===== src/rtl/video_config.svh =====
`ifndef VIDEO_CONFIG_SVH
`define VIDEO_CONFIG_SVH

// ================================================
// Horizontal raster, in pixel clocks.
// ================================================
`define H_ACTIVE 640
`define H_FRONT  16
`define H_SYNC   96
`define H_BACK   48
`define H_TOTAL  (`H_ACTIVE + `H_FRONT + `H_SYNC + `H_BACK)

// ================================================
// Vertical raster, in lines.
// ================================================
`define V_ACTIVE 480
`define V_FRONT  10
`define V_SYNC   2
`define V_BACK   33
`define V_TOTAL  (`V_ACTIVE + `V_FRONT + `V_SYNC + `V_BACK)

// Width of the x and y counters.
`define COORD_W 10

// ================================================
// Pattern geometry.
// ================================================
// Number of colour bars across the screen.
`define BAR_NUM 7

// Grid line spacing, same in both directions.
`define GRID_STEP 64

`endif


===== src/rtl/video_pkg.sv =====
`default_nettype none

`include "video_config.svh"

package video_pkg;

    // Raster position of one pixel.
    typedef struct packed {
        logic [`COORD_W-1:0] x;
        logic [`COORD_W-1:0] y;
        logic                de;
    } pixel_pos_t;

    // RGB444 word, red in the top nibble.
    typedef union packed {
        logic [11:0] word;
        struct packed {
            logic [3:0] r;
            logic [3:0] g;
            logic [3:0] b;
        } ch;
    } rgb444_t;

    // Overlay result for one pixel.
    typedef struct packed {
        logic    hit;
        rgb444_t color;
    } overlay_t;

    // ================================================
    // Output pattern selection.
    // ================================================
    typedef enum logic [1:0] {
        MODE_BARS      = 2'd0,
        MODE_BARS_GRID = 2'd1,
        MODE_GRID_ONLY = 2'd2,
        MODE_INV_GRID  = 2'd3
    } pattern_mode_t;

endpackage

`default_nettype wire


===== src/rtl/color_bar_gen.sv =====
`timescale 1ns/1ps
`default_nettype none

`include "video_config.svh"

module color_bar_gen (
    input  logic                  clk,
    input  logic                  reset,
    input  video_pkg::pixel_pos_t pos,
    output video_pkg::rgb444_t    bar_rgb
);

    import video_pkg::*;

    // Colour constants.
    localparam logic [3:0] C0 = 4'h0;
    localparam logic [3:0] CF = 4'hF;

    localparam logic [11:0] COL_BLACK  = {C0, C0, C0};
    localparam logic [11:0] COL_RED    = {CF, C0, C0};
    localparam logic [11:0] COL_GREEN  = {C0, CF, C0};
    localparam logic [11:0] COL_BLUE   = {C0, C0, CF};
    localparam logic [11:0] COL_YELLOW = {CF, CF, C0};
    localparam logic [11:0] COL_CYAN   = {C0, CF, CF};
    localparam logic [11:0] COL_MAG    = {CF, C0, CF};
    localparam logic [11:0] COL_WHITE  = {CF, CF, CF};

    // ================================================
    // Bar and band geometry.
    // ================================================
    localparam int unsigned BAR_W   = `H_ACTIVE / `BAR_NUM;
    localparam int unsigned WIDE_W  = BAR_W * 5 / 4;
    localparam int unsigned STEP_W  = BAR_W / 3;
    localparam int unsigned STEP_X0 = BAR_W * 5;
    localparam int unsigned Y_TOP   = `V_ACTIVE * 2 / 3;
    localparam int unsigned Y_MID   = `V_ACTIVE * 8 / 11;

    logic [31:0] px;
    logic [31:0] py;
    logic [11:0] rgb_next;

    assign px = 32'(pos.x);
    assign py = 32'(pos.y);

    always_comb begin
        rgb_next = COL_BLACK;
        if (pos.de) begin
            if (py < Y_TOP) begin
                if      (px < BAR_W * 1) rgb_next = COL_WHITE;
                else if (px < BAR_W * 2) rgb_next = COL_YELLOW;
                else if (px < BAR_W * 3) rgb_next = COL_CYAN;
                else if (px < BAR_W * 4) rgb_next = COL_GREEN;
                else if (px < BAR_W * 5) rgb_next = COL_MAG;
                else if (px < BAR_W * 6) rgb_next = COL_RED;
                else if (px < BAR_W * 7) rgb_next = COL_BLUE;
            end else if (py < Y_MID) begin
                if      (px < BAR_W * 1) rgb_next = COL_BLUE;
                else if (px < BAR_W * 3 && px >= BAR_W * 2) rgb_next = COL_MAG;
                else if (px < BAR_W * 5 && px >= BAR_W * 4) rgb_next = COL_CYAN;
                else if (px < BAR_W * 7 && px >= BAR_W * 6) rgb_next = COL_WHITE;
            end else begin
                // Wide bars, then a short grey ramp.
                if      (px < WIDE_W * 1)             rgb_next = 12'h009;
                else if (px < WIDE_W * 2)             rgb_next = COL_WHITE;
                else if (px < WIDE_W * 3)             rgb_next = 12'h70C;
                else if (px < STEP_X0)                rgb_next = COL_BLACK;
                else if (px < STEP_X0 + STEP_W * 1)   rgb_next = 12'h111;
                else if (px < STEP_X0 + STEP_W * 2)   rgb_next = 12'h222;
                else if (px < STEP_X0 + STEP_W * 3)   rgb_next = 12'h333;
            end
        end
    end

    always_ff @(posedge clk) begin
        if (reset) begin
            bar_rgb.word <= COL_BLACK;
        end else begin
            bar_rgb.word <= rgb_next;
        end
    end

endmodule

`default_nettype wire


===== src/rtl/grid_overlay_gen.sv =====
`timescale 1ns/1ps
`default_nettype none

`include "video_config.svh"

module grid_overlay_gen (
    input  logic                  clk,
    input  logic                  reset,
    input  video_pkg::pixel_pos_t pos,
    output video_pkg::overlay_t   ovl
);

    import video_pkg::*;

    localparam int unsigned X_LAST = `H_ACTIVE - 1;
    localparam int unsigned Y_LAST = `V_ACTIVE - 1;
    localparam int unsigned STEP   = `GRID_STEP;

    localparam logic [11:0] COL_WHITE = 12'hFFF;
    localparam logic [11:0] COL_BLACK = 12'h000;

    logic [31:0] px;
    logic [31:0] py;
    logic        on_border;
    logic        on_grid;
    logic        hit_next;

    assign px = 32'(pos.x);
    assign py = 32'(pos.y);

    // ================================================
    // Line detection.
    // ================================================
    assign on_border = (px == 0) || (px == X_LAST) || (py == 0) || (py == Y_LAST);
    assign on_grid   = ((px % STEP) == 0) || ((py % STEP) == 0);
    assign hit_next  = pos.de && (on_border || on_grid);

    always_ff @(posedge clk) begin
        if (reset) begin
            ovl.hit        <= 1'b0;
            ovl.color.word <= COL_BLACK;
        end else begin
            ovl.hit        <= hit_next;
            ovl.color.word <= hit_next ? COL_WHITE : COL_BLACK;
        end
    end

    a_hit_only_active: assert property (
        @(posedge clk) disable iff (reset)
        !pos.de |=> !ovl.hit
    ) else $error("overlay hit outside active area");

endmodule

`default_nettype wire


===== src/rtl/pixel_mixer.sv =====
`timescale 1ns/1ps
`default_nettype none

module pixel_mixer (
    input  logic                     clk,
    input  logic                     reset,
    input  video_pkg::rgb444_t       bar_rgb,
    input  video_pkg::overlay_t      ovl,
    input  logic                     de_in,
    input  logic                     hsync_raw,
    input  logic                     vsync_raw,
    input  video_pkg::pattern_mode_t mode,
    output logic [3:0]               vga_r,
    output logic [3:0]               vga_g,
    output logic [3:0]               vga_b,
    output logic                     hsync,
    output logic                     vsync,
    output logic                     de
);

    import video_pkg::*;

    localparam rgb444_t BLACK = '0;

    rgb444_t mix_rgb;
    rgb444_t pix_q;
    logic    de_d1;
    logic    hsync_d1;
    logic    vsync_d1;

    // ================================================
    // Pattern select.
    // ================================================
    always_comb begin
        mix_rgb = bar_rgb;
        case (mode)
            MODE_BARS:      mix_rgb = bar_rgb;
            MODE_BARS_GRID: mix_rgb = ovl.hit ? ovl.color : bar_rgb;
            MODE_GRID_ONLY: mix_rgb = ovl.hit ? ovl.color : BLACK;
            MODE_INV_GRID: begin
                if (ovl.hit) begin
                    mix_rgb = ovl.color;
                end else begin
                    mix_rgb.ch.r = 4'hF - bar_rgb.ch.r;
                    mix_rgb.ch.g = 4'hF - bar_rgb.ch.g;
                    mix_rgb.ch.b = 4'hF - bar_rgb.ch.b;
                end
            end
            default:        mix_rgb = bar_rgb;
        endcase
    end

    // First stage matches the generator latency.
    always_ff @(posedge clk) begin
        if (reset) begin
            de_d1    <= 1'b0;
            hsync_d1 <= 1'b1;
            vsync_d1 <= 1'b1;
            pix_q    <= BLACK;
            de       <= 1'b0;
            hsync    <= 1'b1;
            vsync    <= 1'b1;
        end else begin
            de_d1    <= de_in;
            hsync_d1 <= hsync_raw;
            vsync_d1 <= vsync_raw;
            pix_q    <= de_d1 ? mix_rgb : BLACK;
            de       <= de_d1;
            hsync    <= hsync_d1;
            vsync    <= vsync_d1;
        end
    end

    assign vga_r = pix_q.ch.r;
    assign vga_g = pix_q.ch.g;
    assign vga_b = pix_q.ch.b;

    a_blank_when_idle: assert property (
        @(posedge clk) !de |-> (vga_r == 4'h0 && vga_g == 4'h0 && vga_b == 4'h0)
    ) else $error("nonzero RGB while de is low");

endmodule

`default_nettype wire


===== src/rtl/vga_timing.sv =====
`timescale 1ns/1ps
`default_nettype none

`include "video_config.svh"

module vga_timing (
    input  logic                  clk,
    input  logic                  reset,
    output video_pkg::pixel_pos_t pos,
    output logic                  hsync_raw,
    output logic                  vsync_raw
);

    import video_pkg::*;

    localparam int W = `COORD_W;

    localparam logic [W-1:0] H_LAST   = W'(`H_TOTAL - 1);
    localparam logic [W-1:0] V_LAST   = W'(`V_TOTAL - 1);
    localparam logic [W-1:0] H_VIS    = W'(`H_ACTIVE);
    localparam logic [W-1:0] V_VIS    = W'(`V_ACTIVE);
    localparam logic [W-1:0] HS_START = W'(`H_ACTIVE + `H_FRONT);
    localparam logic [W-1:0] HS_END   = W'(`H_ACTIVE + `H_FRONT + `H_SYNC);
    localparam logic [W-1:0] VS_START = W'(`V_ACTIVE + `V_FRONT);
    localparam logic [W-1:0] VS_END   = W'(`V_ACTIVE + `V_FRONT + `V_SYNC);

    logic [W-1:0] h_cnt;
    logic [W-1:0] v_cnt;
    logic [W-1:0] h_next;
    logic [W-1:0] v_next;
    logic         de_q;
    logic         de_next;
    logic         hs_next;
    logic         vs_next;

    // ================================================
    // Next counter state.
    // ================================================
    always_comb begin
        h_next = (h_cnt == H_LAST) ? '0 : h_cnt + 1'b1;
        v_next = v_cnt;
        if (h_cnt == H_LAST) begin
            v_next = (v_cnt == V_LAST) ? '0 : v_cnt + 1'b1;
        end
    end

    // Sync pulses are active low.
    assign de_next = (h_next < H_VIS) && (v_next < V_VIS);
    assign hs_next = !((h_next >= HS_START) && (h_next < HS_END));
    assign vs_next = !((v_next >= VS_START) && (v_next < VS_END));

    always_ff @(posedge clk) begin
        if (reset) begin
            h_cnt     <= '0;
            v_cnt     <= '0;
            // Position 0,0 is visible.
            de_q      <= 1'b1;
            hsync_raw <= 1'b1;
            vsync_raw <= 1'b1;
        end else begin
            h_cnt     <= h_next;
            v_cnt     <= v_next;
            de_q      <= de_next;
            hsync_raw <= hs_next;
            vsync_raw <= vs_next;
        end
    end

    assign pos = '{x: h_cnt, y: v_cnt, de: de_q};

    a_de_outside_sync: assert property (
        @(posedge clk) disable iff (reset)
        pos.de |-> (hsync_raw && vsync_raw)
    ) else $error("de high during sync pulse");

endmodule

`default_nettype wire


===== src/rtl/video_pattern_top.sv =====
`timescale 1ns/1ps
`default_nettype none

module video_pattern_top (
    input  logic                     clk,
    input  logic                     reset,
    input  video_pkg::pattern_mode_t mode,
    output logic [3:0]               vga_r,
    output logic [3:0]               vga_g,
    output logic [3:0]               vga_b,
    output logic                     hsync,
    output logic                     vsync,
    output logic                     de
);

    import video_pkg::*;

    pixel_pos_t pos;
    logic       hsync_raw;
    logic       vsync_raw;
    rgb444_t    bar_rgb;
    overlay_t   ovl;

    vga_timing u_timing (
        .clk       (clk),
        .reset     (reset),
        .pos       (pos),
        .hsync_raw (hsync_raw),
        .vsync_raw (vsync_raw)
    );

    // Both generators see the same position.
    color_bar_gen u_bars (
        .clk     (clk),
        .reset   (reset),
        .pos     (pos),
        .bar_rgb (bar_rgb)
    );

    grid_overlay_gen u_grid (
        .clk   (clk),
        .reset (reset),
        .pos   (pos),
        .ovl   (ovl)
    );

    pixel_mixer u_mixer (
        .clk       (clk),
        .reset     (reset),
        .bar_rgb   (bar_rgb),
        .ovl       (ovl),
        .de_in     (pos.de),
        .hsync_raw (hsync_raw),
        .vsync_raw (vsync_raw),
        .mode      (mode),
        .vga_r     (vga_r),
        .vga_g     (vga_g),
        .vga_b     (vga_b),
        .hsync     (hsync),
        .vsync     (vsync),
        .de        (de)
    );

endmodule

`default_nettype wire


===== config.mk =====
export PLATFORM = sky130hd
export DESIGN_NAME = video_pattern_top
export DESIGN_NICKNAME = d
export VERILOG_FILES = /design/src/rtl/video_pkg.sv /design/src/rtl/color_bar_gen.sv /design/src/rtl/grid_overlay_gen.sv /design/src/rtl/pixel_mixer.sv /design/src/rtl/vga_timing.sv /design/src/rtl/video_pattern_top.sv
export VERILOG_INCLUDE_DIRS = /design/src /design/src/rtl
export SDC_FILE = /design/constraint.sdc
export NUM_CORES = 1
export LEC_CHECK = 0
export BUFFER_PORTS_ARGS = -buffer_cell sky130_fd_sc_hd__buf_4
export CORE_MARGIN = 2
export CORE_UTILIZATION = 30
export CTS_CLUSTER_DIAMETER = 30
export DETAILED_ROUTE_END_ITERATION = 10
export SLEW_MARGIN = 20
export SYNTH_ARGS = -nofsm -noshare
export SYNTH_HDL_FRONTEND = slang
export SYNTH_SLANG_ARGS = --single-unit

===== constraint.sdc =====
create_clock -name clk -period 3 [get_ports clk]
set_clock_uncertainty 0.15 [all_clocks]
set_input_delay 0.6 -clock clk [delete_from_list [all_inputs] [get_ports clk]]
set_output_delay 0.6 -clock clk [all_outputs]
set_load 0.005 [all_outputs]

==> results.cfg, run 1 <==
[run_status]
outcome = finished, final reports clean

[clocking]
postCtsSetupBuffers = 0
clock-sinks = 52
cts_tree = built
ctsResizeCount = 0
root_buffer = clkbuf_8
clock_path_buffers = 2
insertion_delay_ns = 0.30
cts_hold_buf = 0
clk_pin_slew_ns = 0.10
htree_levels = 2
cts_made_buffers = 5

[setup_path]
critical_path.top_delay_family = simple AND/OR/NAND/NOR gates
critPathKind = flip-flop to flip-flop
critPathArrivalTime_ns = 2.53
critPathMaxStageDelay_ns = 0.46
crit_chain = ha_1, and4_1, and3_1, nand3_1, xnor2_1, and4_1, a211oi_1
crit_slowest_cell = dfxtp_1
crit_top_cell = and4_1
r2r_setup_slack_ns = 0.54
crit_fanout = 9
crit_required_ns = 3.08
end_kind = flip-flop
cp-start-kind = flip-flop
cp.buffers_inverters = 0

[die]
core_area_mm2 = 0.00876
dieWidth_um = 99.2
initial_utilization_pct = 31.0
die_area_mm2 = 0.00984
io_pins = 19
rows = 34
die_h_um = 99.2

[grt]
grt_usage_pct = 12.1
grt_pass1_vias = 2126
gr-total-overflow = 0
antenna_found_initial = 0
grt_max_degree = 23
grt_first_pass_wirelength_um = 10000

[timing]
fin_crit_ns = 2.46
fmax_mhz = 407
finalSetupTns_ns = 0
worst_pin_slew_ns = 0.620
slew-limit-headroom_pct = 58.6
rsz0062_at_grt = no
hold_viol_final = 0
fin_crit_sh_pct = 81.9
final.setup.worst_slack_ns = 0.543
drv_slew = 0
setup_viol_count_final = 0

[synth]
synth.most_common_cell = dfxtp_1
yosysTopAreaCellShare_pct = 38.3
syn-num-nets = 352
synthTopCellsByCount = dfxtp_1 (52), a21oi_1 (38), nand2_1 (32)
synth.largest_area_cell = dfxtp_1
syn_area_mm2 = 0.00272
postSynthCellCount = 342
syn_area_per_cell_um2 = 7.95
yosysWarningCount = 0
synth_cell_types = 60
seq_area_frac_synth_pct = 38.3
synth.area.top_cells = dfxtp_1 (38%), a21oi_1 (7.0%), nand2_1 (4.4%), o21ai_0 (4.0%), nor2_1 (3.6%)
synth_edf_count = 0
ys_async_sr_fraction_pct = 0
synth_seq_cells = 52
synth_ff_type = dfxtp_1

[place]
place_worst_setup_slack_ns = 0.550
port_buffers = 18
place_congestion = 0.886
dpl.cell_count = 445
hpwl_um = 4260

[pwr]
p_leak_nw = 1.12
switching_share_pct = 23.4
power-per-cell-area_mw_per_mm2 = 437
cell_internal_pwr_mw = 1.00
power_frac_seq_pct = 55.7
p_sw_mw = 0.306
p_clk_share_pct = 37.7
p_comb_share_pct = 6.6
peakVddDrop_uv = 202

[drt]
wl_um = 5860
drt_iter0_drc = 139
vias = 2317
final_antenna_net_count = 0
drcViolationCount = 0
firstDrtPassIters = 4
wl_per_cell_um = 12.9
via_per_inst = 5.11

[run]
max-cap-violations = 0

[final_layout]
filler_cell_count = 929
fin_nets = 354
fin_cells = 453
drive_above_1_share_pct = 11.3
antennaDiodeCount = 0
syn_to_final_growth_pct = 10.2

[hold_path]
hold_path_class = flip-flop to flip-flop
flip-flops by register name, summed over array words and instances, names as in the netlist:
| name | cells |
|---|---|
| u_timing.h_cnt | 10 |
| u_mixer.hsync | 1 |
| u_timing.v_cnt | 10 |
| u_grid.ovl | 1 |
| u_mixer.vsync_d1 | 1 |
| u_timing.hsync_raw | 1 |
| u_mixer.hsync_d1 | 1 |
| u_mixer.de | 1 |
| u_timing.de_q | 1 |
| u_mixer.pix_q | 11 |
| u_mixer.de_d1 | 1 |
| u_mixer.vsync | 1 |
| u_timing.vsync_raw | 1 |
| u_bars.bar_rgb | 11 |
power groups by stage:
stage / Sequential, mW / Clock [mW] / Combinational [mW]
finish: 0.729 / 0.493 / 0.0870
detailed placement: 0.745 / 0 / 0.0868
global route: 0.732 / 0.536 / 0.0995
global placement: 0.744 / 0 / 0.0866
CTS: 0.729 / 0.508 / 0.0875
floorplan: 0.739 / 0 / 0.0607
layout make-up:
type / count / area (µm²) / share of cell area, %
Tap cell: 108 / 135 / 4.51
Inverter: 22 / 82.6 / 2.76
Sequential cell: 52 / 1040 / 34.7
Timing Repair Buffer: 19 / 143 / 4.76
Clock buffer: 5 / 68.8 / 2.30
Clock inverter: 3 / 46.3 / 1.54
Multi-Input combinational cell: 244 / 1480 / 49.4
cells by family after synthesis:
logic type / count (synthesis) / share of synthesized area (%)
compound gates: 98 / 22.3
xor+xnor: 12 / 3.86
simple gates: 128 / 25.5
fa+ha+maj: 6 / 2.76
buf+inv: 46 / 7.31
flops: 52 / 38.3
cells in the final DEF (no fill, tap or decap), types with 2 or more instances in the layout:
cell type  Yosys  routed
buf_4          1      19
clkbuf_8       0       5
o21ai_0       22      22
a21o_1         2       2
o41ai_1        2       2
and3_1         5       5
xor2_1         5       5
nand3_1       10      10
and4_1         3       3
inv_1         22      22
a211oi_1       6       6
nand2b_1       7       7
ha_1           6       6
a31oi_1        6       6
o31a_1         2       2
nor3b_1        2       2
or3_1          5       5
a21oi_1       38      38
dfxtp_1       52      52
nor3_1        12      12
or2_2          5       5
o2111ai_1      2       2
xnor2_1        7       7
a21boi_0       2       2
o22ai_1        2       2
nand2_1       32      32
nand4_1        4       4
nor2b_1        4       4
nor2_1        26      26
final timing paths:
path                      from       endpoint  depth (start not counted)
min           u_mixer.vsync_d1  u_mixer.vsync                          1
max reg2reg  u_timing.h_cnt[1]  u_timing.de_q                          7
min reg2reg   u_mixer.vsync_d1  u_mixer.vsync                          1
max          u_timing.h_cnt[1]  u_timing.de_q                          7
stage by stage:
step | power, mW | area, µm² | util (%) | hold WS, ns
after floorplan | 0.800 | 2720 | - | 0.239
after global placement | 0.831 | 2880 | 32.9 | 0.241
after detailed placement | 0.832 | 2880 | 32.9 | 0.244
after CTS | 1.32 | 3000 | 34.2 | 0.269
after global routing | 1.37 | 3000 | 34.2 | 0.288
final | 1.31 | 3000 | 34.2 | 0.267
metal layers:
layer / track usage, % / wire length [µm] / vias to the layer above / share of wire (%)
li1: - / - / 1199 / -
met1: 16.5 / 2970 / 1065 / 51
met2: 19.2 / 2630 / 48 / 45
met3: 2.25 / 221 / 5 / 3.8
met4: 4.43 / 39 / 0 / 0.67
met5: 0 / 0 / - / 0
(Power assumes the default switching activity.)
==> inputs of run 2 (changes only) <==
- clock period: 3 -> 2.6 ns (I/O delays scaled with it)
==> run 2 against run 1 <==
Effect of this change:
- flip-flop and latch count is the same
- critical path depth is the same
- register-to-register slack lost 0.36 ns
- largest cell class unchanged
- core utilization grew 0.61 points
- wire length is essentially flat
- worst hold slack is essentially flat
- largest power group unchanged
- cell count grew 1.3%
- clock power grew 21%
==> results.cfg, run 2 (synthesis gave the netlist of run 1 again) <==
[drt]
final_antenna_net_count = 0
drt_iter0_drc = 207
vias = 2349
wl_um = 5860
wl_per_cell_um = 12.8
drcViolationCount = 0
firstDrtPassIters = 4
via_per_inst = 5.12

[grt]
grt_usage_pct = 12.4
grt_first_pass_wirelength_um = 10200
grt_max_degree = 23
grt_pass1_vias = 2165
antenna_found_initial = 0
gr-total-overflow = 0

[setup_path]
cp-start-kind = flip-flop
crit_required_ns = 2.65
end_kind = flip-flop
crit_top_cell = and4_1
crit_fanout = 9
rr_worst_depth = 7
critPathMaxStageDelay_ns = 0.45
critPathKind = flip-flop to flip-flop
r2r_setup_slack_ns = 0.18
critPathArrivalTime_ns = 2.47
r2r_end = u_timing.vsync_raw
crit_slowest_cell = dfxtp_1
crit_chain = ha_2, and4_1, and3_1, a41oi_1, a31oi_1, and4_1, nand4bb_1
worstReg2RegStart = u_timing.h_cnt[1]

[clocking]
cts_hold_buf = 0
insertion_delay_ns = 0.32
clock-sinks = 52
cts_made_buffers = 5
postCtsSetupBuffers = 0
clk_pin_slew_ns = 0.09
root_buffer = clkbuf_8
clock_path_buffers = 2
htree_levels = 2
cts_tree = built

[place]
port_buffers = 18
hpwl_um = 4290
place_congestion = 0.918
place_worst_setup_slack_ns = 0.156

[die]
dieWidth_um = 99.2
die_h_um = 99.2
initial_utilization_pct = 31.0
die_area_mm2 = 0.00984
core_area_mm2 = 0.00876
rows = 34
io_pins = 19

[timing]
rsz0062_at_grt = no
final.setup.worst_slack_ns = 0.185
finalSetupTns_ns = 0
fin_crit_ns = 2.42
worst_pin_slew_ns = 0.534
fmax_mhz = 414
drv_slew = 0
slew-limit-headroom_pct = 64.3
hold_viol_final = 0
fin_crit_sh_pct = 92.9
setup_viol_count_final = 0

[hold_path]
hold_start = u_mixer.vsync_d1
hold_path_class = flip-flop to flip-flop
holdPathStages = 1
hold-path-endpoint = u_mixer.vsync

[pwr]
power-per-cell-area_mw_per_mm2 = 504
peakVddDrop_uv = 181
p_leak_nw = 1.16

[run_status]
outcome = finished, final reports clean

[final_layout]
reg.largest.list = u_bars.bar_rgb x11, u_mixer.pix_q x11
drive_above_1_share_pct = 13.1
final_cell_mix = dfxtp_1 (52), a21oi_1 (38), nand2_1 (32)
final_common_cell = dfxtp_1
antennaDiodeCount = 0
filler_cell_count = 903
syn_to_final_growth_pct = 12.1
fin_nets = 360

[run]
max-cap-violations = 0
run 2: changes by cell type in the layout (fill, tap and decap cells not counted), sizes merged:
| cell | previous run | this run |
|---|---|---|
| buf | 19 | 25 |
| clkbuf | 5 | 6 |
| clkinv | 0 | 1 |
| clkinvlp | 1 | 0 |
| inv | 23 | 22 |
run 2: metal layers:
layer	GRT usage [%]	up-vias	share of wire (%)
met3	2.18	11	4.9
met5	0	-	0
met4	5.06	0	2.0
li1	-	1214	-
met2	19.1	69	45
met1	17.3	1055	48
run 2: worst max-delay path by stage:
stage / to / start / slack (ns)
floorplan: u_timing.vsync_raw / u_timing.h_cnt[1] / 0.45
CTS: u_timing.vsync_raw / u_timing.h_cnt[1] / 0.16
detailed placement: u_timing.vsync_raw / u_timing.h_cnt[1] / 0.16
finish: u_timing.vsync_raw / u_timing.h_cnt[1] / 0.18
global placement: u_timing.de_q / u_timing.h_cnt[1] / 0.26
global route: u_timing.vsync_raw / u_timing.h_cnt[1] / 0.02
run 2: per-stage QoR:
step                total power [mW]  cell area (µm²)  utilization [%]  std cells  hold slack (ns)
floorplan                      0.923             2720                -        342            0.239
global placement               0.958             2930             33.4        451            0.242
detailed placement             0.960             2930             33.4        451            0.245
CTS                             1.55             3050             34.8        459            0.271
global route                    1.60             3050             34.8        459            0.277
finish                          1.54             3050             34.8        459            0.267
run 2: layout make-up:
| cell class | instances | area [µm²] | area share, % |
|---|---|---|---|
| multi-input cells | 244 | 1480 | 48.6 |
| flip-flops and latches | 52 | 1040 | 34.1 |
| repair buffers | 25 | 188 | 6.15 |
| well taps | 108 | 135 | 4.43 |
| clock buffers | 6 | 82.6 | 2.71 |
| inverters | 22 | 82.6 | 2.71 |
| clock inverters | 2 | 38.8 | 1.27 |
run 2: power by group:
group	internal (mW)	switching, mW	leakage [nW]
Combinational	0.0461	0.0552	0.668
Sequential	0.822	0.0185	0.427
Clock	0.315	0.282	0.0614
Total	1.18	0.356	1.16
run 2: repair_timing:
| item | in CTS | in global routing |
|---|---|---|
| endpoints found under the setup margin | 0 | 2 |
| endpoints found under the hold margin | 0 | 0 |
| resized for setup | 0 | 1 |
run 2: worst max-delay path, delay by kind of cell (launching register included):
kind,cells,cell delay (ns)
adders and majority gates,1,0.31
AOI/OAI and AO/OA,2,0.38
and+or+nand+nor,4,1.01
DFF,1,0.45
